--- src/source/gb_bus_defs.svh ---
// Memory bus fabric constants
// Bus and flash widths, work RAM size and the console address map

`ifndef GB_BUS_DEFS_SVH
`define GB_BUS_DEFS_SVH

// Widths
`define ADDR_WIDTH        16
`define DATA_WIDTH        8
`define FLASH_ADDR_WIDTH  24

// Work RAM sizing
`define WRAM_DEPTH        8192
`define WRAM_ADDR_WIDTH   13

// Cartridge and boot image, both in flash
`define CART_START        16'h0000
`define CART_END          16'h7FFF
`define BOOT_END          16'h0103
`define CART_FLASH_OFFSET 16'h0104

// Work RAM and its echo window
`define WRAM_START        16'hC000
`define WRAM_END          16'hDFFF
`define ECHO_START        16'hE000
`define ECHO_END          16'hFDFF

// Memory mapped registers
`define MMIO_IF           16'hFF0F
`define MMIO_BOOT         16'hFF50
`define MMIO_IE           16'hFFFF

`endif

--- src/source/gb_bus_pkg.sv ---
// Memory bus fabric types
// Address and data types, decoded regions and interrupt bit positions

package gb_bus_pkg;

   typedef logic [15:0] addr_t;
   typedef logic [7:0]  data_t;
   typedef logic [12:0] wram_addr_t;
   typedef logic [23:0] flash_addr_t;

   // One region per responder class
   typedef enum logic [2:0] {
      REGION_BOOT_FLASH,
      REGION_CART,
      REGION_WRAM,
      REGION_ECHO,
      REGION_BOOT_REG,
      REGION_IF,
      REGION_IE,
      REGION_UNMAPPED
   } region_t;

   // Bit positions inside IF and IE
   typedef enum logic [2:0] {
      INT_VBLANK = 3'd0,
      INT_LCDC   = 3'd1,
      INT_TIMER  = 3'd2,
      INT_SERIAL = 3'd3,
      INT_JOYPAD = 3'd4
   } int_bit_t;

   typedef logic [4:0] int_flags_t;

endpackage

--- src/source/bus_decode_if.sv ---
// Decoded bus request
// One request per cycle, already classified by region

`timescale 1ns/1ps

interface bus_decode_if;

   gb_bus_pkg::region_t    region;
   gb_bus_pkg::wram_addr_t wram_addr;
   gb_bus_pkg::data_t      write_data;
   logic                   write_en;
   logic                   read_en;

   modport decoder (
      output region, wram_addr, write_data, write_en, read_en
   );

   modport responder (
      input region, wram_addr, write_data, write_en, read_en
   );

   // Read combiner only needs to know where the read went
   modport combiner (
      input region, read_en
   );

endinterface

--- src/source/read_mux.sv ---
// Read combiner
// Latches the byte of the addressed region one cycle after the read
// request and raises read_valid for that cycle

`timescale 1ns/1ps

module read_mux (
   input  logic              clock,
   input  logic              reset,
   bus_decode_if.combiner    dec,
   input  gb_bus_pkg::data_t wram_data,
   input  gb_bus_pkg::data_t reg_data,
   input  gb_bus_pkg::data_t flash_data,
   output gb_bus_pkg::data_t read_data,
   output logic              read_valid
);

   gb_bus_pkg::data_t next_byte;
   gb_bus_pkg::data_t held_byte;
   logic              is_wram;
   logic              sel_wram;

   assign is_wram = (dec.region == gb_bus_pkg::REGION_WRAM) ||
                    (dec.region == gb_bus_pkg::REGION_ECHO);

   // Flash and register bytes are only stable during the request cycle
   always_comb begin
      case (dec.region)
         gb_bus_pkg::REGION_BOOT_FLASH,
         gb_bus_pkg::REGION_CART:     next_byte = flash_data;
         gb_bus_pkg::REGION_BOOT_REG,
         gb_bus_pkg::REGION_IF,
         gb_bus_pkg::REGION_IE:       next_byte = reg_data;
         default:                     next_byte = 8'h00;
      endcase
   end

   always_ff @(posedge clock or posedge reset) begin
      if (reset) begin
         read_valid <= 1'b0;
         sel_wram   <= 1'b0;
      end else begin
         read_valid <= dec.read_en;
         sel_wram   <= is_wram;
      end
   end

   always_ff @(posedge clock) begin
      held_byte <= next_byte;
   end

   // RAM output is already registered inside the bank
   assign read_data = sel_wram ? wram_data : held_byte;

   a_valid_follows_read: assert property (
      @(posedge clock) disable iff (reset) read_valid |-> $past(dec.read_en)
   ) else $error("read_mux: read_valid without a read one cycle earlier");

endmodule

--- src/flat_wrapper.sv ---
// flat-port wrapper written by rule: the top's interface ports become plain ports
module read_mux_flat 
  (clock, reset, wram_data, reg_data, flash_data, read_data, read_valid, dec_region, dec_read_en);
  bus_decode_if dec_i ();
  input  logic clock;
  input  logic reset;
  input  gb_bus_pkg::data_t wram_data;
  input  gb_bus_pkg::data_t reg_data;
  input  gb_bus_pkg::data_t flash_data;
  output gb_bus_pkg::data_t read_data;
  output logic read_valid;
  input wire logic [$bits(dec_i.region)-1:0] dec_region;
  input wire logic [$bits(dec_i.read_en)-1:0] dec_read_en;
  assign dec_i.region = dec_region;
  assign dec_i.read_en = dec_read_en;
  read_mux u_core (.clock(clock), .reset(reset), .dec(dec_i), .wram_data(wram_data), .reg_data(reg_data), .flash_data(flash_data), .read_data(read_data), .read_valid(read_valid));
endmodule
--- config.mk ---
export PLATFORM = sky130hd
export DESIGN_NAME = read_mux_flat
export DESIGN_NICKNAME = d
export VERILOG_FILES = /design/src/source/gb_bus_defs.svh /design/src/source/gb_bus_pkg.sv /design/src/source/bus_decode_if.sv /design/src/source/read_mux.sv /design/src/flat_wrapper.sv
export SDC_FILE = /design/constraint.sdc
export NUM_CORES = 1
export LEC_CHECK = 0
export BUFFER_PORTS_ARGS = -buffer_cell sky130_fd_sc_hd__buf_4
export CORE_MARGIN = 4
export CORE_UTILIZATION = 37
export CTS_CLUSTER_SIZE = 30
export DETAILED_ROUTE_END_ITERATION = 6
export GPL_ROUTABILITY_DRIVEN = 0
export PLACE_DENSITY = 0.72
export SYNTH_ARGS = -nofsm -noshare
export SYNTH_HDL_FRONTEND = slang
export SYNTH_SLANG_ARGS = --single-unit
--- constraint.sdc ---
create_clock -name clock -period 1.2 [get_ports clock]
set_input_delay 0.06 -clock clock [delete_from_list [all_inputs] [get_ports clock]]
set_output_delay 0.06 -clock clock [all_outputs]
set_load 0.02 [all_outputs]
==> impl_results.md <==
* RSZ-0062 raised after global routing: true
* Die area at 2060 sq um
* Vias per std cell at ~5
* Final Critical Period at 1.30 ns
* CP max FO at 8
* HPWL Detailed at 952 um
* Post-synthesis sequential area ratio at 40.7%
* Clock buffer depth at 2
* Vias at 514
* CTS sink cnt at 10
* Final setup TNS at -0.798 ns
* Dpl cell area at 777 sq um
* Routed len/inst at 12.7 um
* Status: finished, violations left
* Min-delay src: dec_region[1]
* Largest net degree at the start of global routing at 18
* Mean Syn Cell Area at ~11 sq um
* Max cap viols at 0
* Synthesized net count at 79
* Initial drt markers at 2
* Hold depth at 2
* Violated checks: setup timing
* Critical path required time at 1.14 ns
* DRC at 0
* Final #Nets at approximately 120
* Synth-to-Final Area Change at 73.1%
* Setup crit end kind: output pin
* Hold Vio Cnt, Final at 0
* Leakage power at 0.000457 uW
* Post-synthesis cell type count at 12
* # rows at 13
* Power Dens Cells at 1090 nW/um^2
* I/O Buffers at 38
* Number of global-route vias before repair at 463
* N_diodes at 0
* Fmax at 0.768 GHz
* Share of cells above drive strength 1 at about three fifths
* Detail Route Antenna Nets at 0
* Number of CTS-inserted buffers at 3
* TritonCTS clock tree: done
* Synth Warn # at 0
* Crit path DAT at 1.24 ns
* Commonest non-fill, non-tap cell in the layout: buf_4
* Floorplan Core Area at approximately 1300 sq um
* Mapped Cells at 49
* Class of the worst hold path: input pin to register
* Worst slew pin tran at 0.257 ns
* Final core utilization at 68.8%
* Smallest setup slack after layout at -0.103 ns
* Initial antenna violation count at 0
* H-tree depth at 1
* First-pass GRT wire length at 1790 um
* # setup viols final at 8
* Clock transition at path regs at 0.07 ns
* Final WL at between 1000 and 1500 um
* Post-CTS Setup Inserts at 0
* Clock root buffer: clkbuf_4
* Seq cells post-synth at 10
* Cell area after synthesis at 517 sq um
* Gr usage total at approximately 12%
* Final Cell Area at 895 sq um
* DR pass1 iterations at 4
* VDD IR max at 0.000646 V
* CP Class: register to output pin
* Hold path endpoint: u_core.held_byte[7]$_DFF_P_
* Die Ht at 45.4 um
* Worst setup SP type: register
* # IOs at 39
* Relative slew slack at 82.8%
* Total gr overflow at 0
* Final Cycle Share at 109%
* Final Max Tran Viols at 0
* Initial core utilization at about two fifths
* Chip Width at between 40 and 50 um
## metrics by stage
| stage | setup slack, ns | hold slack, ns | power [uW] | instances |
|---|---|---|---|---|
| floorplan | 0.271 | -0.199 | 511 | 49 |
| global placement | 0.0951 | -0.0788 | 623 | 97 |
| detailed placement | 0.0962 | -0.0735 | 628 | 97 |
| CTS | -0.110 | 0.0411 | 941 | 103 |
| global route | -0.150 | 0.0478 | 1020 | 103 |
| finish | -0.103 | 0.0484 | 972 | 103 |
## cells by family after synthesis
family	after synthesis	share of synthesized area, %
AO/OA/AOI/OAI	8	9.69
buffers and inverters	6	9.20
flip-flops	10	40.7
multiplexers	16	32.9
AND/OR/NAND/NOR	9	7.51
## cell usage after synthesis
cell / n / share of area, %
mux2i_1: 8 / 15
o22ai_1: 8 / 9.7
and2b_2: 1 / 1.7
buf_12: 1 / 3.9
inv_1: 1 / 0.73
mux2_2: 8 / 17
nand2_1: 8 / 5.8
buf_2: 1 / 0.97
buf_1: 2 / 1.5
dfxtp_1: 8 / 31
dfrtp_1: 2 / 9.7
buf_6: 1 / 2.2
## worst max-delay path by stage
stage,from,end,slack [ns],cells after the start
final,u_core.sel_wram$_DFF_PP0_,read_data[4],-0.10,2
after floorplan,u_core.sel_wram$_DFF_PP0_,read_data[0],0.27,2
after global placement,u_core.sel_wram$_DFF_PP0_,read_data[6],0.1,2
after detailed placement,u_core.sel_wram$_DFF_PP0_,read_data[1],0.1,2
after global routing,u_core.sel_wram$_DFF_PP0_,read_data[4],-0.15,2
after CTS,u_core.sel_wram$_DFF_PP0_,read_data[6],-0.11,2
## cell type report
type                    instances  area (sq um)
inverters                       1          3.75
flip-flops and latches         10           211
repair buffers                 40           335
well taps                      15          18.8
multi-input cells              33           289
clock buffers                   4          36.3
fillers                       109           407
## per-layer routing
metal	up-vias	part of all wire, %	track usage [%]
met3	2	7.1	1.58
met5	-	0	0
met4	0	1.5	8.77
li1	251	-	-
met2	21	52	21.5
met1	240	40	13.6
## timing repair
| action | in CTS | in global routing |
|---|---|---|
| hold endpoints to repair | 3 | 0 |
| hold buffers | 2 | 0 |
| endpoints found under the setup margin | 8 | 8 |
| resized for setup | 1 | 16 |
## state kept, by name, indices dropped and copies added, names as in the netlist
signal             count
u_core.held_byte       8
u_core.read_valid      1
u_core.sel_wram        1
## critical path: stages, from the launching register on
cell     delay [ns]
dfrtp_2        0.52
mux2_4         0.33
buf_6          0.13
## report_power, final
group	internal, uW	total, uW	switching (uW)
Clock	184	305	121
Combinational	183	294	110
Sequential	360	373	13.2
(Power assumes the default switching activity.)
