$ cat src/source/gb_bus_defs.svh
// Memory bus fabric constants
// Bus and flash widths, work RAM size and the console address map

`ifndef GB_BUS_DEFS_SVH
`define GB_BUS_DEFS_SVH

// Widths
`define ADDR_WIDTH        16
`define DATA_WIDTH        8
`define FLASH_ADDR_WIDTH  24

// Work RAM sizing
`define WRAM_DEPTH        8192
`define WRAM_ADDR_WIDTH   13

// Cartridge and boot image, both in flash
`define CART_START        16'h0000
`define CART_END          16'h7FFF
`define BOOT_END          16'h0103
`define CART_FLASH_OFFSET 16'h0104

// Work RAM and its echo window
`define WRAM_START        16'hC000
`define WRAM_END          16'hDFFF
`define ECHO_START        16'hE000
`define ECHO_END          16'hFDFF

// Memory mapped registers
`define MMIO_IF           16'hFF0F
`define MMIO_BOOT         16'hFF50
`define MMIO_IE           16'hFFFF

`endif

$ cat src/source/gb_bus_pkg.sv
// Memory bus fabric types
// Address and data types, decoded regions and interrupt bit positions

package gb_bus_pkg;

   typedef logic [15:0] addr_t;
   typedef logic [7:0]  data_t;
   typedef logic [12:0] wram_addr_t;
   typedef logic [23:0] flash_addr_t;

   // One region per responder class
   typedef enum logic [2:0] {
      REGION_BOOT_FLASH,
      REGION_CART,
      REGION_WRAM,
      REGION_ECHO,
      REGION_BOOT_REG,
      REGION_IF,
      REGION_IE,
      REGION_UNMAPPED
   } region_t;

   // Bit positions inside IF and IE
   typedef enum logic [2:0] {
      INT_VBLANK = 3'd0,
      INT_LCDC   = 3'd1,
      INT_TIMER  = 3'd2,
      INT_SERIAL = 3'd3,
      INT_JOYPAD = 3'd4
   } int_bit_t;

   typedef logic [4:0] int_flags_t;

endpackage

$ cat src/source/bus_decode_if.sv
// Decoded bus request
// One request per cycle, already classified by region

`timescale 1ns/1ps

interface bus_decode_if;

   gb_bus_pkg::region_t    region;
   gb_bus_pkg::wram_addr_t wram_addr;
   gb_bus_pkg::data_t      write_data;
   logic                   write_en;
   logic                   read_en;

   modport decoder (
      output region, wram_addr, write_data, write_en, read_en
   );

   modport responder (
      input region, wram_addr, write_data, write_en, read_en
   );

   // Read combiner only needs to know where the read went
   modport combiner (
      input region, read_en
   );

endinterface

$ cat src/source/address_decoder.sv
// Address decoder
// Classifies the bus address into a region, applies the boot overlay
// and computes the work RAM index and the external flash address

`timescale 1ns/1ps
`include "gb_bus_defs.svh"

module address_decoder (
   input  gb_bus_pkg::addr_t       addr,
   input  gb_bus_pkg::data_t       write_data,
   input  logic                    mem_we,
   input  logic                    mem_re,
   input  logic                    boot_done,
   output gb_bus_pkg::flash_addr_t flash_addr,
   bus_decode_if.decoder           dec
);

   gb_bus_pkg::addr_t cart_addr;
   gb_bus_pkg::addr_t wram_offset;
   gb_bus_pkg::addr_t echo_offset;

   // Cartridge image sits behind the boot image in flash, wraps at 16 bits
   assign cart_addr   = addr + `CART_FLASH_OFFSET;
   assign wram_offset = addr - `WRAM_START;
   assign echo_offset = addr - `ECHO_START;

   always_comb begin
      dec.region    = gb_bus_pkg::REGION_UNMAPPED;
      dec.wram_addr = wram_offset[`WRAM_ADDR_WIDTH-1:0];
      flash_addr    = {{(`FLASH_ADDR_WIDTH-`ADDR_WIDTH){1'b0}}, addr};

      if (!boot_done && addr <= `BOOT_END) begin
         dec.region = gb_bus_pkg::REGION_BOOT_FLASH;
      end else if (addr <= `CART_END) begin
         dec.region = gb_bus_pkg::REGION_CART;
         flash_addr = {{(`FLASH_ADDR_WIDTH-`ADDR_WIDTH){1'b0}}, cart_addr};
      end else if (addr >= `WRAM_START && addr <= `WRAM_END) begin
         dec.region = gb_bus_pkg::REGION_WRAM;
      end else if (addr >= `ECHO_START && addr <= `ECHO_END) begin
         dec.region    = gb_bus_pkg::REGION_ECHO;
         dec.wram_addr = echo_offset[`WRAM_ADDR_WIDTH-1:0];
      end else if (addr == `MMIO_BOOT) begin
         dec.region = gb_bus_pkg::REGION_BOOT_REG;
      end else if (addr == `MMIO_IF) begin
         dec.region = gb_bus_pkg::REGION_IF;
      end else if (addr == `MMIO_IE) begin
         dec.region = gb_bus_pkg::REGION_IE;
      end
   end

   // Strobes and payload pass straight through
   assign dec.write_data = write_data;
   assign dec.write_en   = mem_we;
   assign dec.read_en    = mem_re;

   // Single master, one access per cycle
   always_comb begin
      assert final (!(mem_we && mem_re))
         else $error("address_decoder: read and write strobes high together");
   end

endmodule

$ cat src/flat_wrapper.sv
// flat-port wrapper written by rule: the top's interface ports become plain ports
module address_decoder_flat 
  (addr, write_data, mem_we, mem_re, boot_done, flash_addr, dec_region, dec_wram_addr, dec_write_data, dec_write_en, dec_read_en);
  bus_decode_if dec_i ();
  input  gb_bus_pkg::addr_t addr;
  input  gb_bus_pkg::data_t write_data;
  input  logic mem_we;
  input  logic mem_re;
  input  logic boot_done;
  output gb_bus_pkg::flash_addr_t flash_addr;
  output wire logic [$bits(dec_i.region)-1:0] dec_region;
  output wire logic [$bits(dec_i.wram_addr)-1:0] dec_wram_addr;
  output wire logic [$bits(dec_i.write_data)-1:0] dec_write_data;
  output wire logic [$bits(dec_i.write_en)-1:0] dec_write_en;
  output wire logic [$bits(dec_i.read_en)-1:0] dec_read_en;
  assign dec_region = dec_i.region;
  assign dec_wram_addr = dec_i.wram_addr;
  assign dec_write_data = dec_i.write_data;
  assign dec_write_en = dec_i.write_en;
  assign dec_read_en = dec_i.read_en;
  address_decoder u_core (.addr(addr), .write_data(write_data), .mem_we(mem_we), .mem_re(mem_re), .boot_done(boot_done), .flash_addr(flash_addr), .dec(dec_i));
endmodule
$ cat config.mk
export PLATFORM = sky130hd
export DESIGN_NAME = address_decoder_flat
export DESIGN_NICKNAME = d
export VERILOG_FILES = /design/src/source/gb_bus_pkg.sv /design/src/source/bus_decode_if.sv /design/src/source/address_decoder.sv /design/src/flat_wrapper.sv
export VERILOG_INCLUDE_DIRS = /design/src /design/src/source
export SDC_FILE = /design/constraint.sdc
export NUM_CORES = 1
export LEC_CHECK = 0
export BUFFER_PORTS_ARGS = -buffer_cell sky130_fd_sc_hd__buf_2
export CAP_MARGIN = 20
export CORE_UTILIZATION = 33
export DETAILED_ROUTE_END_ITERATION = 6
export PLACE_DENSITY_LB_ADDON = 0.12
export SYNTH_ARGS = -nofsm -noshare
export SYNTH_HDL_FRONTEND = slang
export SYNTH_SLANG_ARGS = --single-unit
$ cat constraint.sdc
create_clock -name vclk -period 2.7
set_input_delay 0.675 -clock vclk [all_inputs]
set_output_delay 0.675 -clock vclk [all_outputs]
set_load 0.05 [all_outputs]
==> results.ini <==
[critical_path]
worstSetupPathType = input port to output port
worstPathMaxFanout = 8
start_kind = input port
cp.required_ps = 2030
crit_arrival_ps = 2330
cp-end-kind = output port

[timing]
fin_crit_ps = 3000
post-route-period-util_pct = 111
rsz0062_at_grt = yes
setup_viol = 11
fmax_ghz = 0.333
finalMaxSlewViolations = 0
finalHoldViolations = 0
maxSlewHeadroom_pct = 64.6
holdWs_ps = 1350
finalSetupTns_ps = -2810
tightest_slew_ps = 530
fin_ws_ps = -300

[logic_synthesis]
yosysMostFrequentCell = buf_4
synth.avg_cell_area_um2 = 7.32
synth_area_leaders = buf_4, xnor2_1, o21ai_1
synth_common_cells = buf_4, xnor2_1, inv_1, o21ai_1
synth_area_um2 = 724
synth_top_area_share_pct = 34.2
synth_warnings = 0
synth.distinct_cells = 29
yosysTopAreaCell = buf_4
synth_cells = 99
seq_area_frac_synth_pct = 0

[power]
p_int_uw = 123
net-switching-power_uw = 228
ir_worst_vdd_uv = 201
pwr-share-comb_pct = 100.0
p_leak_nw = 0.636
finalPower_uw = 351
clockPowerShare_pct = 0
pwr-share-seq_pct = 0
power_density_mw_per_mm2 = 264
switching_share_pct = 65.0

[floorplan]
io_pins = 77
die_h_um = 48.9
initial_utilization_pct = 35.8
num_rows = 16
die_w_um = 48.9
coreArea_mm2 = 0.00202
die_area_mm2 = 0.00239

[layout]
nFlopsAndLatches = 0
area_growth_pct = 83.4
final_cell_area_mm2 = 0.00133
antenna_cells = 0
nNetsFinal = 177
fin_util_pct = 65.7
fin_cells = 173
clkbuf_count = 0
n_fill_cell = 177
drive_above_1_share_pct = 77.4
regArea_um2 = 0

[global_routing]
antenna_found_initial = 0
grt_max_degree = 9
grt_pass1_wl_um = 3140
grt_pass1_vias = 698
overflow = 0
track_usage_pct = 15.7

[drt]
vias = 822
firstDrtPassIters = 4
vias_per_cell = 4.75
wl_um = 2210
final_antenna_net_count = 0
drc = 0
drt_iter0_markers = 8
post_drt_wl_per_cell_um = 12.7

[placement]
post-dp-hpwl_um = 1520
placedCellCount = 165
dp_worst_setup_slack_ps = -453
routabilityCongestion = 0.843
portBuffers = 49
place_area_mm2 = 0.00105

[worst_hold_path]
min_path_type = input port to output port

[clocking]
cts_hold_buf = 0

[status]
status = complete, but fails checks
violations = negative setup slack

[job]
drv_cap = 0

logic make-up after synthesis:
family | Yosys count | share of synthesized area (%)
other | 1 | 0.518
AOI/OAI and AO/OA | 18 | 20.6
buffers and inverters | 41 | 39.4
and+or+nand+nor | 24 | 20.0
adders and majority gates | 2 | 3.45
xor gates and xnor gates | 12 | 14.5
muxes | 1 | 1.55
power by group through the flow:
stage	Combinational, mW	Clock, mW	Sequential (mW)
floorplan	0.274	0	0
global placement	0.293	0	0
detailed placement	0.294	0	0
CTS	0.320	0	0
global route	0.365	0	0
finish	0.351	0	0
timing repair:
| item | CTS | global route |
|---|---|---|
| pin swaps | 5 | 8 |
| setup buffers | 1 | 7 |
| gates resized for setup | 32 | 29 |
| endpoints found under the setup margin | 15 | 15 |
critical path, stage by stage:
cell     delay (ps)
buf_12          110
inv_12           40
ha_4            100
or3b_4          370
o311a_4         390
nor2_4          170
mux2_4          320
buf_8           150
final timing paths:
| kind | startpoint | endpoint | cells after the start |
|---|---|---|---|
| max | addr[3] | flash_addr[3] | 8 |
| min | write_data[0] | dec_write_data[0] | 0 |
layout by cell type, fill, tap and decap left out, types with 2 or more instances in the layout:
master   instances
a21oi_1          2
a21oi_4          2
buf_2           32
buf_4           24
buf_6           16
buf_8            2
conb_1           8
inv_1            4
nand2_1          4
nand4_1          4
nor2_1           3
nor4_1           2
o21ai_2          2
o21ai_4          4
xnor2_2          9
xor2_2           2
layout make-up:
type               count  area [um^2]  area share [%]
inverters              6         40.0            3.01
multi-input cells     65          684            51.5
well taps             27         33.8            2.54
repair buffers        75          571            42.9
layer usage:
layer	wire (um)	vias up	share of wire [%]	global-route usage, %
li1	-	395	-	-
met1	920	387	42	22.4
met2	1110	34	50	25.5
met3	126	6	5.7	0.935
met4	51	0	2.3	3.92
met5	0	-	0	0
No activity file was read; power rests on OpenSTA's default activity.
