[src/source/gb_bus_defs.svh]
// Memory bus fabric constants
// Bus and flash widths, work RAM size and the console address map

`ifndef GB_BUS_DEFS_SVH
`define GB_BUS_DEFS_SVH

// Widths
`define ADDR_WIDTH        16
`define DATA_WIDTH        8
`define FLASH_ADDR_WIDTH  24

// Work RAM sizing
`define WRAM_DEPTH        8192
`define WRAM_ADDR_WIDTH   13

// Cartridge and boot image, both in flash
`define CART_START        16'h0000
`define CART_END          16'h7FFF
`define BOOT_END          16'h0103
`define CART_FLASH_OFFSET 16'h0104

// Work RAM and its echo window
`define WRAM_START        16'hC000
`define WRAM_END          16'hDFFF
`define ECHO_START        16'hE000
`define ECHO_END          16'hFDFF

// Memory mapped registers
`define MMIO_IF           16'hFF0F
`define MMIO_BOOT         16'hFF50
`define MMIO_IE           16'hFFFF

`endif

[src/source/gb_bus_pkg.sv]
// Memory bus fabric types
// Address and data types, decoded regions and interrupt bit positions

package gb_bus_pkg;

   typedef logic [15:0] addr_t;
   typedef logic [7:0]  data_t;
   typedef logic [12:0] wram_addr_t;
   typedef logic [23:0] flash_addr_t;

   // One region per responder class
   typedef enum logic [2:0] {
      REGION_BOOT_FLASH,
      REGION_CART,
      REGION_WRAM,
      REGION_ECHO,
      REGION_BOOT_REG,
      REGION_IF,
      REGION_IE,
      REGION_UNMAPPED
   } region_t;

   // Bit positions inside IF and IE
   typedef enum logic [2:0] {
      INT_VBLANK = 3'd0,
      INT_LCDC   = 3'd1,
      INT_TIMER  = 3'd2,
      INT_SERIAL = 3'd3,
      INT_JOYPAD = 3'd4
   } int_bit_t;

   typedef logic [4:0] int_flags_t;

endpackage

[src/source/bus_decode_if.sv]
// Decoded bus request
// One request per cycle, already classified by region

`timescale 1ns/1ps

interface bus_decode_if;

   gb_bus_pkg::region_t    region;
   gb_bus_pkg::wram_addr_t wram_addr;
   gb_bus_pkg::data_t      write_data;
   logic                   write_en;
   logic                   read_en;

   modport decoder (
      output region, wram_addr, write_data, write_en, read_en
   );

   modport responder (
      input region, wram_addr, write_data, write_en, read_en
   );

   // Read combiner only needs to know where the read went
   modport combiner (
      input region, read_en
   );

endinterface

[src/source/io_registers.sv]
// I/O registers
// Boot-disable register, interrupt flags (IF) and interrupt enable (IE),
// with request line merging and the pending interrupt summary

`timescale 1ns/1ps

module io_registers (
   input  logic              clock,
   input  logic              reset,
   bus_decode_if.responder   dec,
   input  logic              irq_vblank,
   input  logic              irq_lcdc,
   input  logic              irq_timer,
   input  logic              irq_joypad,
   output gb_bus_pkg::data_t reg_data,
   output logic              boot_done,
   output logic              irq_pending
);

   gb_bus_pkg::data_t      boot_reg;
   gb_bus_pkg::int_flags_t if_reg;
   gb_bus_pkg::int_flags_t ie_reg;
   gb_bus_pkg::int_flags_t irq_lines;
   logic                   if_write;

   // Serial has no source in this design
   always_comb begin
      irq_lines                         = '0;
      irq_lines[gb_bus_pkg::INT_VBLANK] = irq_vblank;
      irq_lines[gb_bus_pkg::INT_LCDC]   = irq_lcdc;
      irq_lines[gb_bus_pkg::INT_TIMER]  = irq_timer;
      irq_lines[gb_bus_pkg::INT_JOYPAD] = irq_joypad;
   end

   assign if_write = dec.write_en && (dec.region == gb_bus_pkg::REGION_IF);

   always_ff @(posedge clock or posedge reset) begin
      if (reset) begin
         boot_reg <= '0;
         if_reg   <= '0;
         ie_reg   <= '0;
      end else begin
         if (dec.write_en && dec.region == gb_bus_pkg::REGION_BOOT_REG) begin
            boot_reg <= dec.write_data;
         end
         if (dec.write_en && dec.region == gb_bus_pkg::REGION_IE) begin
            ie_reg <= dec.write_data[4:0];
         end
         // A CPU write wins over requests arriving in the same cycle
         if (if_write) begin
            if_reg <= dec.write_data[4:0];
         end else begin
            if_reg <= if_reg | irq_lines;
         end
      end
   end

   always_comb begin
      case (dec.region)
         gb_bus_pkg::REGION_IF:       reg_data = {3'b000, if_reg};
         gb_bus_pkg::REGION_IE:       reg_data = {3'b000, ie_reg};
         gb_bus_pkg::REGION_BOOT_REG: reg_data = boot_reg;
         default:                     reg_data = 8'h00;
      endcase
   end

   assign boot_done   = boot_reg[0];
   assign irq_pending = |(if_reg & ie_reg);

   a_serial_only_by_write: assert property (
      @(posedge clock) disable iff (reset)
      (!if_reg[gb_bus_pkg::INT_SERIAL] && !if_write) |=> !if_reg[gb_bus_pkg::INT_SERIAL]
   ) else $error("io_registers: serial flag set without a write to IF");

endmodule

[src/flat_wrapper.sv]
// flat-port wrapper written by rule: the top's interface ports become plain ports
module io_registers_flat 
  (clock, reset, irq_vblank, irq_lcdc, irq_timer, irq_joypad, reg_data, boot_done, irq_pending, dec_region, dec_wram_addr, dec_write_data, dec_write_en, dec_read_en);
  bus_decode_if dec_i ();
  input  logic clock;
  input  logic reset;
  input  logic irq_vblank;
  input  logic irq_lcdc;
  input  logic irq_timer;
  input  logic irq_joypad;
  output gb_bus_pkg::data_t reg_data;
  output logic boot_done;
  output logic irq_pending;
  input wire logic [$bits(dec_i.region)-1:0] dec_region;
  input wire logic [$bits(dec_i.wram_addr)-1:0] dec_wram_addr;
  input wire logic [$bits(dec_i.write_data)-1:0] dec_write_data;
  input wire logic [$bits(dec_i.write_en)-1:0] dec_write_en;
  input wire logic [$bits(dec_i.read_en)-1:0] dec_read_en;
  assign dec_i.region = dec_region;
  assign dec_i.wram_addr = dec_wram_addr;
  assign dec_i.write_data = dec_write_data;
  assign dec_i.write_en = dec_write_en;
  assign dec_i.read_en = dec_read_en;
  io_registers u_core (.clock(clock), .reset(reset), .dec(dec_i), .irq_vblank(irq_vblank), .irq_lcdc(irq_lcdc), .irq_timer(irq_timer), .irq_joypad(irq_joypad), .reg_data(reg_data), .boot_done(boot_done), .irq_pending(irq_pending));
endmodule
[config.mk]
export PLATFORM = sky130hd
export DESIGN_NAME = io_registers_flat
export DESIGN_NICKNAME = d
export VERILOG_FILES = /design/src/source/gb_bus_defs.svh /design/src/source/gb_bus_pkg.sv /design/src/source/bus_decode_if.sv /design/src/source/io_registers.sv /design/src/flat_wrapper.sv
export SDC_FILE = /design/constraint.sdc
export NUM_CORES = 1
export LEC_CHECK = 0
export BUFFER_PORTS_ARGS = -buffer_cell sky130_fd_sc_hd__buf_2
export CAP_MARGIN = 5
export CORE_ASPECT_RATIO = 2
export CORE_MARGIN = 4
export CORE_UTILIZATION = 32
export DETAILED_ROUTE_END_ITERATION = 16
export PLACE_DENSITY = 0.66
export SYNTH_ARGS = -nofsm -noshare
export SYNTH_HDL_FRONTEND = slang
export SYNTH_SLANG_ARGS = --single-unit
[constraint.sdc]
create_clock -name clock -period 2.4 [get_ports clock]
set_clock_uncertainty 0.15 [all_clocks]
set_input_delay 0.12 -clock clock [delete_from_list [all_inputs] [get_ports clock]]
set_output_delay 0.12 -clock clock [all_outputs]
set_load 0.005 [all_outputs]
==> reports/qor.tcl, run 1 <==
set qor(worstPathBufferInverterCount) 1
set qor(path_depth) 3
set qor(hold_class) {primary input to flop}
set qor(route.antenna.remaining_nets) 0
set qor(drive_above_1_share_pct) 39.0
set qor(buffer_ports.inserted) 27
set qor(pin_count_of_the_biggest_net_entering_global_routing) 19
set qor(post_route_setup_tns_ns) 0
set qor(syn_nets) 111
set qor(power.density_cell_area_nw_per_um2) 618
set qor(die-height_um) 84.7
set qor(power.clock.fraction_pct) 25.8
set qor(grt_pass1_vias) 738
set qor(cellInternalPower_mw) 0.587
set qor(grt_setup_unrepaired) {no}
set qor(leakagePower_nw) 0.601
set qor(total_power_mw) 0.777
set qor(max_rail_drop_vdd_mv) 0.427
set qor(num_clock_sinks) 18
set qor(critical_path.endpoint) {irq_pending}
set qor(postLayoutCellArea_um2) 1260
set qor(outcome) {finished, final reports clean}
set qor(critical_path.slowest_cell) {dfrtp_1}
set qor(critical_path.reg2reg.endpoint) {u_core.ie_reg[0]$_DFFE_PP0P_}
set qor(ctsLongestPathBuffers) 2
set qor(tritoncts.num_buffers) 3
set qor(rows) 27
set qor(largest_register_ff_count) 8
set qor(critPathArrivalTime_ns) 1.22
set qor(drt_pre_antenna_iters) 5
set qor(cp_data_required_time_ns) 2.13
set qor(count_of_cells_along_the_worst_register_to_register_path) 1
set qor(clk-insertion-delay-late_ns) 0.25
set qor(detail_route.drc_violations) 0
set qor(postPlaceCellArea_um2) 1090
set qor(detail_route.iter0.violations) 55
set qor(dr_total_vias) 729
set qor(detailedPlace.worstSlack_ns) 0.975
set qor(timing.critical_path.slowest_cell_delay_ns) 0.40
set qor(critical-path-top-delay-family) {flip-flops}
set qor(layout.cells.non_filler) 147
set qor(synthesized_area_per_cell_um2) 11.9
set qor(number_of_maximum_capacitance_violations) 0
set qor(worst_hold_slack_ns) 0.167
set qor(antenna_cells_inserted) 0
set qor(seq_area_frac_synth_pct) 47.8
set qor(beginning_of_the_critical_path) {u_core.if_reg[4]$_DFF_PP0_}
set qor(synthesis_warnings) 0
set qor(wl_per_cell_um) 13.5
set qor(cts.hold.buffers_added) 13
set qor(initial_antenna_violation_count) 0
set qor(share_of_the_clock_period_used_by_the_worst_path_pct) 62.2
set qor(fp.coreArea_um2) 2800
set qor(setup_viol) 0
set qor(globalRoute.totalOverflow) 0
set qor(die-area_um2) 3930
set qor(root_buffer) {clkbuf_8}
set qor(floorplan.initialDensity_pct) 33.6
set qor(h_tree_lvls) 1
set qor(ys_seq_elements) 18
set qor(via_per_inst) 4.96
set qor(p_sw_share_pct) 24.4
set qor(critical_path.max_fanout) 3
set qor(final-hold-violation-count) 0
set qor(io_pins) 42
set qor(r2r-start) {u_core.ie_reg[0]$_DFFE_PP0P_}
set qor(syn_area_um2) 942
set qor(grt_first_pass_wirelength_mm) 3.32
set qor(p_comb_share_pct) 23.3
set qor(ff2ff_setup_slack_ns) 1.46
set qor(track_usage_pct) 11.5
set qor(startpoint_class_of_the_critical_path) {flop}
set qor(fp.dieW_um) 46.4
set qor(gpl.final_weighted_congestion) 0.768
set qor(area_growth_syn_to_layout_pct) 33.5
set qor(power.share.sequential_pct) 50.9
set qor(criticalPathCategory) {flop to output pin}
set qor(detail_route.wirelength_mm) 1.99
set qor(layout.core_utilization_pct) 44.8
set qor(num-nets-final) 152
set qor(postCtsSetupBuffers) 0
set qor(dpl.cell_count) 131
set qor(max_freq_mhz) 670
set qor(tightestPinTransition_ns) 0.661
set qor(number_of_max_slew_violations_in_the_final_report) 0
set qor(post-route-worst-setup-slack_ns) 0.908
set qor(synth_cells) 79
set qor(path_clk_slew_ns) 0.06
set qor(clock_tree_from_tritoncts) {yes}
set qor(cts_resized) 0
set qor(netlist-cell-type-count) 21
set qor(worst_case_headroom_to_the_max_slew_limit_pct) 55.9
set qor(timing.critical_path.to_type) {output pin}
set qor(path_cells) {a222oi_1, nand2_1, buf_2}
set qor(timing.final.crit_period_ns) 1.49
set qor(power.switching_mw) 0.190
layer usage:
| layer | wire length, µm | global-route usage (%) |
|---|---|---|
| met1 | 741 | 14.1 |
| met2 | 1050 | 18.1 |
| met3 | 149 | 1.72 |
| met4 | 55 | 6.99 |
| met5 | 0 | 0 |
area by class of cell:
class | count | area [µm²]
tap | 29 | 36.3
multi-input combinational | 56 | 460
fill | 288 | 1550
clock buffer | 3 | 41.3
sequential | 18 | 450
timing repair buffer | 40 | 265
inverter | 1 | 3.75
worst min-delay path by stage:
stage          cells after the start                             end          from  slack (ns)
2_1_floorplan                      1  u_core.boot_reg[0]$_DFFE_PP0P_         reset       -0.09
4_1_cts                            3      u_core.if_reg[4]$_DFF_PP0_  dec_write_en        0.17
3_5_place_dp                       2    u_core.if_reg[3]$_DFFE_PP0P_         reset         0.1
6_report                           3      u_core.if_reg[4]$_DFF_PP0_  dec_write_en        0.17
3_3_place_gp                       2    u_core.if_reg[3]$_DFFE_PP0P_         reset        0.09
5_1_grt                            3      u_core.if_reg[2]$_DFF_PP0_  dec_write_en        0.19
Yosys cell counts, drive strengths merged:
cell type   n  area, µm²
nand4b      2       23.8
mux2       14        188
nand3b      5       37.5
nor2        9       33.8
a22oi       1       7.51
and2        5       31.3
clkbuf      1       3.75
and3        4       30.0
buf         3       23.8
dfrtp      18        450
o21ai       5       25.0
a21oi       4       20.0
inv         1       3.75
nand2       1       3.75
a222oi      1       10.0
mux2i       5       50.1
power groups by stage:
| stage | clock network, mW | logic [mW] | registers (mW) |
|---|---|---|---|
| 2_1_floorplan | 0 | 0.120 | 0.388 |
| 3_3_place_gp | 0 | 0.163 | 0.397 |
| 3_5_place_dp | 0 | 0.166 | 0.401 |
| 4_1_cts | 0.209 | 0.184 | 0.396 |
| 5_1_grt | 0.224 | 0.201 | 0.405 |
| 6_report | 0.201 | 0.181 | 0.396 |
kinds of logic (layout without fill, tap and decap cells):
group                  count (synthesis)  in the layout  synth area share, %
multiplexers                          19             19                 25.2
AO/OA/AOI/OAI                         11             11                 6.64
AND/OR/NAND/NOR                       26             26                 17.0
buffers and inverters                  5             44                 3.32
flip-flops                            18             18                 47.8
layout by cell type, fill, tap and decap left out:
cell type	synthesis	layout
and3_1	3	3
o21ai_0	5	5
nand4b_2	1	1
nand2_1	1	1
clkbuf_8	0	3
a22oi_1	1	1
and2_1	5	5
and3_4	1	1
buf_2	1	27
dlygate4sd3_1	0	13
mux2_2	6	6
nand4b_1	1	1
mux2i_1	5	5
dfrtp_1	18	18
nand3b_1	5	5
a222oi_1	1	1
a21oi_1	4	4
mux2_4	8	8
inv_1	1	1
nor2_1	9	9
No activity file was read; power rests on OpenSTA's default activity.
==> inputs of run 2 (changes only) <==
- PLACE_DENSITY: 0.66 -> 0.68
- clock period: 2.4 -> 1.3 ns (I/O delays scaled with it)
==> run 2 against run 1 <==
The run now ends with negative setup slack left. Non-clock buffer count grew 11. Hold slack worse by 0.12 ns. Worst setup slack worse by 1.0 ns. Clock-buffer cell count rose by 1. Wire length rose by 3.8%. Sequential power increased by 83%. Power increased by 100%. Sequential share of layout area shrank 2.5 points. Register-to-register slack lost 1.3 ns. Critical path type unchanged. Largest cell class unchanged. Largest power group unchanged. Highest routed layer unchanged.
==> reports/qor.tcl, run 2 (same netlist as run 1, synthesis figures left out) <==
set qor(largest_register_ff_count) 8 ;# unchanged
set qor(number_of_maximum_capacitance_violations) 0 ;# unchanged
set qor(io_pins) 42 ;# unchanged
set qor(final-hold-violation-count) 0 ;# unchanged
set qor(num-nets-final) 163 ;# +7.2%
set qor(initial_antenna_violation_count) 0 ;# unchanged
set qor(fp.coreArea_um2) 2800 ;# unchanged
set qor(hold_class) {primary input to flop}
set qor(power.density_cell_area_nw_per_um2) 1170 ;# +89%
set qor(critical_path.reg2reg.endpoint) {u_core.ie_reg[1]$_DFFE_PP0P_}
set qor(mostFrequentLayoutCells) {buf_2 (27), dfrtp_1 (18), dlygate4sd3_1 (13)}
set qor(critPathArrivalTime_ns) 1.22 ;# about the same
set qor(violations_in_the_final_reports) {negative setup slack}
set qor(grt_setup_unrepaired) {yes}
set qor(r2r-start) {u_core.ie_reg[1]$_DFFE_PP0P_}
set qor(tritoncts.num_buffers) 3 ;# unchanged
set qor(timing.critical_path.to_type) {output pin}
set qor(layout.cells.non_filler) 159 ;# +8.2%
set qor(dr_total_vias) 764 ;# +4.8%
set qor(outcome) {finished with violations}
set qor(clock_tree_from_tritoncts) {yes}
set qor(detail_route.iter0.violations) 14 ;# -75%
set qor(criticalPathCategory) {flop to output pin}
set qor(max_rail_drop_vdd_mv) 0.905 ;# +110%
set qor(max_freq_mhz) 695
set qor(ctsLongestPathBuffers) 2 ;# unchanged
set qor(detailedPlace.worstSlack_ns) 0.0580 ;# -0.917 ns
set qor(cp_data_required_time_ns) 1.09 ;# -1.04 ns
set qor(postLayoutCellArea_um2) 1350 ;# +7.7%
set qor(detail_route.drc_violations) 0 ;# unchanged
set qor(timing.final.crit_period_ns) 1.44
set qor(buffer_ports.inserted) 27 ;# unchanged
set qor(worst_case_headroom_to_the_max_slew_limit_pct) 77.3 ;# +21 points
set qor(share_of_the_clock_period_used_by_the_worst_path_pct) 111
set qor(wl_per_cell_um) 13.0 ;# -4.0%
set qor(gpl.final_weighted_congestion) 0.748 ;# -2.7%
set qor(antenna_cells_inserted) 0 ;# unchanged
set qor(count_of_cells_along_the_worst_register_to_register_path) 3 ;# +2
set qor(drive_above_1_share_pct) 44.6 ;# +5.6 points
set qor(rows) 27 ;# unchanged
set qor(hold_path_depth) 3 ;# unchanged
set qor(clk-insertion-delay-late_ns) 0.25 ;# about the same
set qor(p_comb_share_pct) 26.1 ;# +2.8 points
set qor(power.switching_mw) 0.379 ;# +100%
set qor(ff2ff_setup_slack_ns) 0.13 ;# -1.33 ns
set qor(track_usage_pct) 11.9 ;# +0.37 points
set qor(total_power_mw) 1.59 ;# +100%
set qor(startpoint_class_of_the_critical_path) {flop}
set qor(floorplan.initialDensity_pct) 33.6 ;# unchanged
set qor(grt_first_pass_wirelength_mm) 3.48 ;# +5.0%
set qor(drt_pre_antenna_iters) 4 ;# -1
set qor(dpl.hpwl_mm) 1.56
set qor(globalRoute.totalOverflow) 0 ;# unchanged
set qor(p_sw_share_pct) 23.9 ;# -0.47 points
set qor(layout_commonest_cell) {buf_2}
set qor(postPlaceCellArea_um2) 1120 ;# +3.5%
set qor(fp.dieW_um) 46.4 ;# unchanged
set qor(leakagePower_nw) 0.662 ;# +10%
set qor(layout.core_utilization_pct) 48.3 ;# +3.4 points
set qor(num_clock_sinks) 18 ;# unchanged
set qor(grt_pass1_vias) 783 ;# +6.1%
set qor(pin_count_of_the_biggest_net_entering_global_routing) 19 ;# unchanged
set qor(path_clk_slew_ns) 0.07 ;# about the same
set qor(route.antenna.remaining_nets) 0 ;# unchanged
set qor(die-height_um) 84.7 ;# unchanged
set qor(dpl.cell_count) 136 ;# +3.8%
set qor(power.share.sequential_pct) 45.8 ;# -5.1 points
set qor(post-route-worst-setup-slack_ns) -0.138 ;# -1.05 ns
set qor(cellInternalPower_mw) 1.21 ;# +110%
set qor(tightestPinTransition_ns) 0.339 ;# -0.322 ns
set qor(detail_route.wirelength_mm) 2.07 ;# +3.8%
set qor(critical_path.max_fanout) 3 ;# unchanged
set qor(setup_viol) 6 ;# +6
set qor(power.clock.fraction_pct) 28.1 ;# +2.3 points
set qor(via_per_inst) 4.81 ;# -3.1%
set qor(area_growth_syn_to_layout_pct) 43.7
set qor(h_tree_lvls) 1 ;# unchanged
set qor(min_delay_worst_endpoint) {u_core.if_reg[2]$_DFF_PP0_}
set qor(die-area_um2) 3930 ;# unchanged
set qor(root_buffer) {clkbuf_8}
set qor(number_of_max_slew_violations_in_the_final_report) 0 ;# unchanged
set qor(worstHoldStart) {dec_write_en}
-- run 2: timing repair --
item	CTS	global route
pin swaps	12	7
hold endpoints to repair	36	0
hold buffers	13	0
setup buffers	4	2
endpoints found under the setup margin	6	6
resized for setup	5	0
-- run 2: worst max-delay path by stage --
stage / startpoint / to / slack (ns) / cells past startpoint
6_report: u_core.if_reg[4]$_DFF_PP0_ / irq_pending / -0.14 / 3
5_1_grt: u_core.ie_reg[4]$_DFFE_PP0P_ / irq_pending / -0.25 / 3
4_1_cts: u_core.if_reg[4]$_DFF_PP0_ / irq_pending / -0.16 / 3
3_5_place_dp: dec_region[2] / u_core.ie_reg[1]$_DFFE_PP0P_ / 0.06 / 3
3_3_place_gp: dec_region[0] / u_core.boot_reg[3]$_DFFE_PP0P_ / 0.1 / 4
2_1_floorplan: dec_region[0] / u_core.boot_reg[0]$_DFFE_PP0P_ / 0.19 / 4
-- run 2: layout make-up --
cell class | count | area [µm²]
Inverter | 1 | 3.75
Sequential cell | 18 | 450
Multi-Input combinational cell | 56 | 460
Tap cell | 29 | 36.3
Clock buffer | 4 | 55.1
Fill cell | 265 | 1450
Timing Repair Buffer | 51 | 348
-- run 2: layer usage --
| metal | up-vias | track usage (%) | share of wire, % |
|---|---|---|---|
| met1 | 350 | 15.0 | 42 |
| li1 | 383 | - | - |
| met5 | - | 0 | 0 |
| met4 | 0 | 5.18 | 1.8 |
| met2 | 27 | 18.6 | 49 |
| met3 | 4 | 2.79 | 6.9 |
-- run 2: worst max-delay path, stage by stage, from the launching register on --
cell and delay (ns):
dfrtp_1 0.40, a222oi_1 0.36, nand2_1 0.08, buf_2 0.14
-- run 2: power by group through the flow --
| stage | Clock, mW | Sequential [mW] | Combinational, mW |
|---|---|---|---|
| 2_1_floorplan | 0 | 0.717 | 0.222 |
| 3_3_place_gp | 0 | 0.735 | 0.309 |
| 3_5_place_dp | 0 | 0.739 | 0.322 |
| 4_1_cts | 0.457 | 0.726 | 0.402 |
| 5_1_grt | 0.486 | 0.740 | 0.456 |
| 6_report | 0.446 | 0.726 | 0.414 |
-- run 2: per-stage QoR --
step / hold slack [ns] / setup TNS, ns
finish: 0.0439 / -0.352
global route: 0.0534 / -0.792
CTS: 0.0427 / -0.470
detailed placement: -0.0631 / 0
global placement: -0.0636 / 0
floorplan: -0.146 / 0
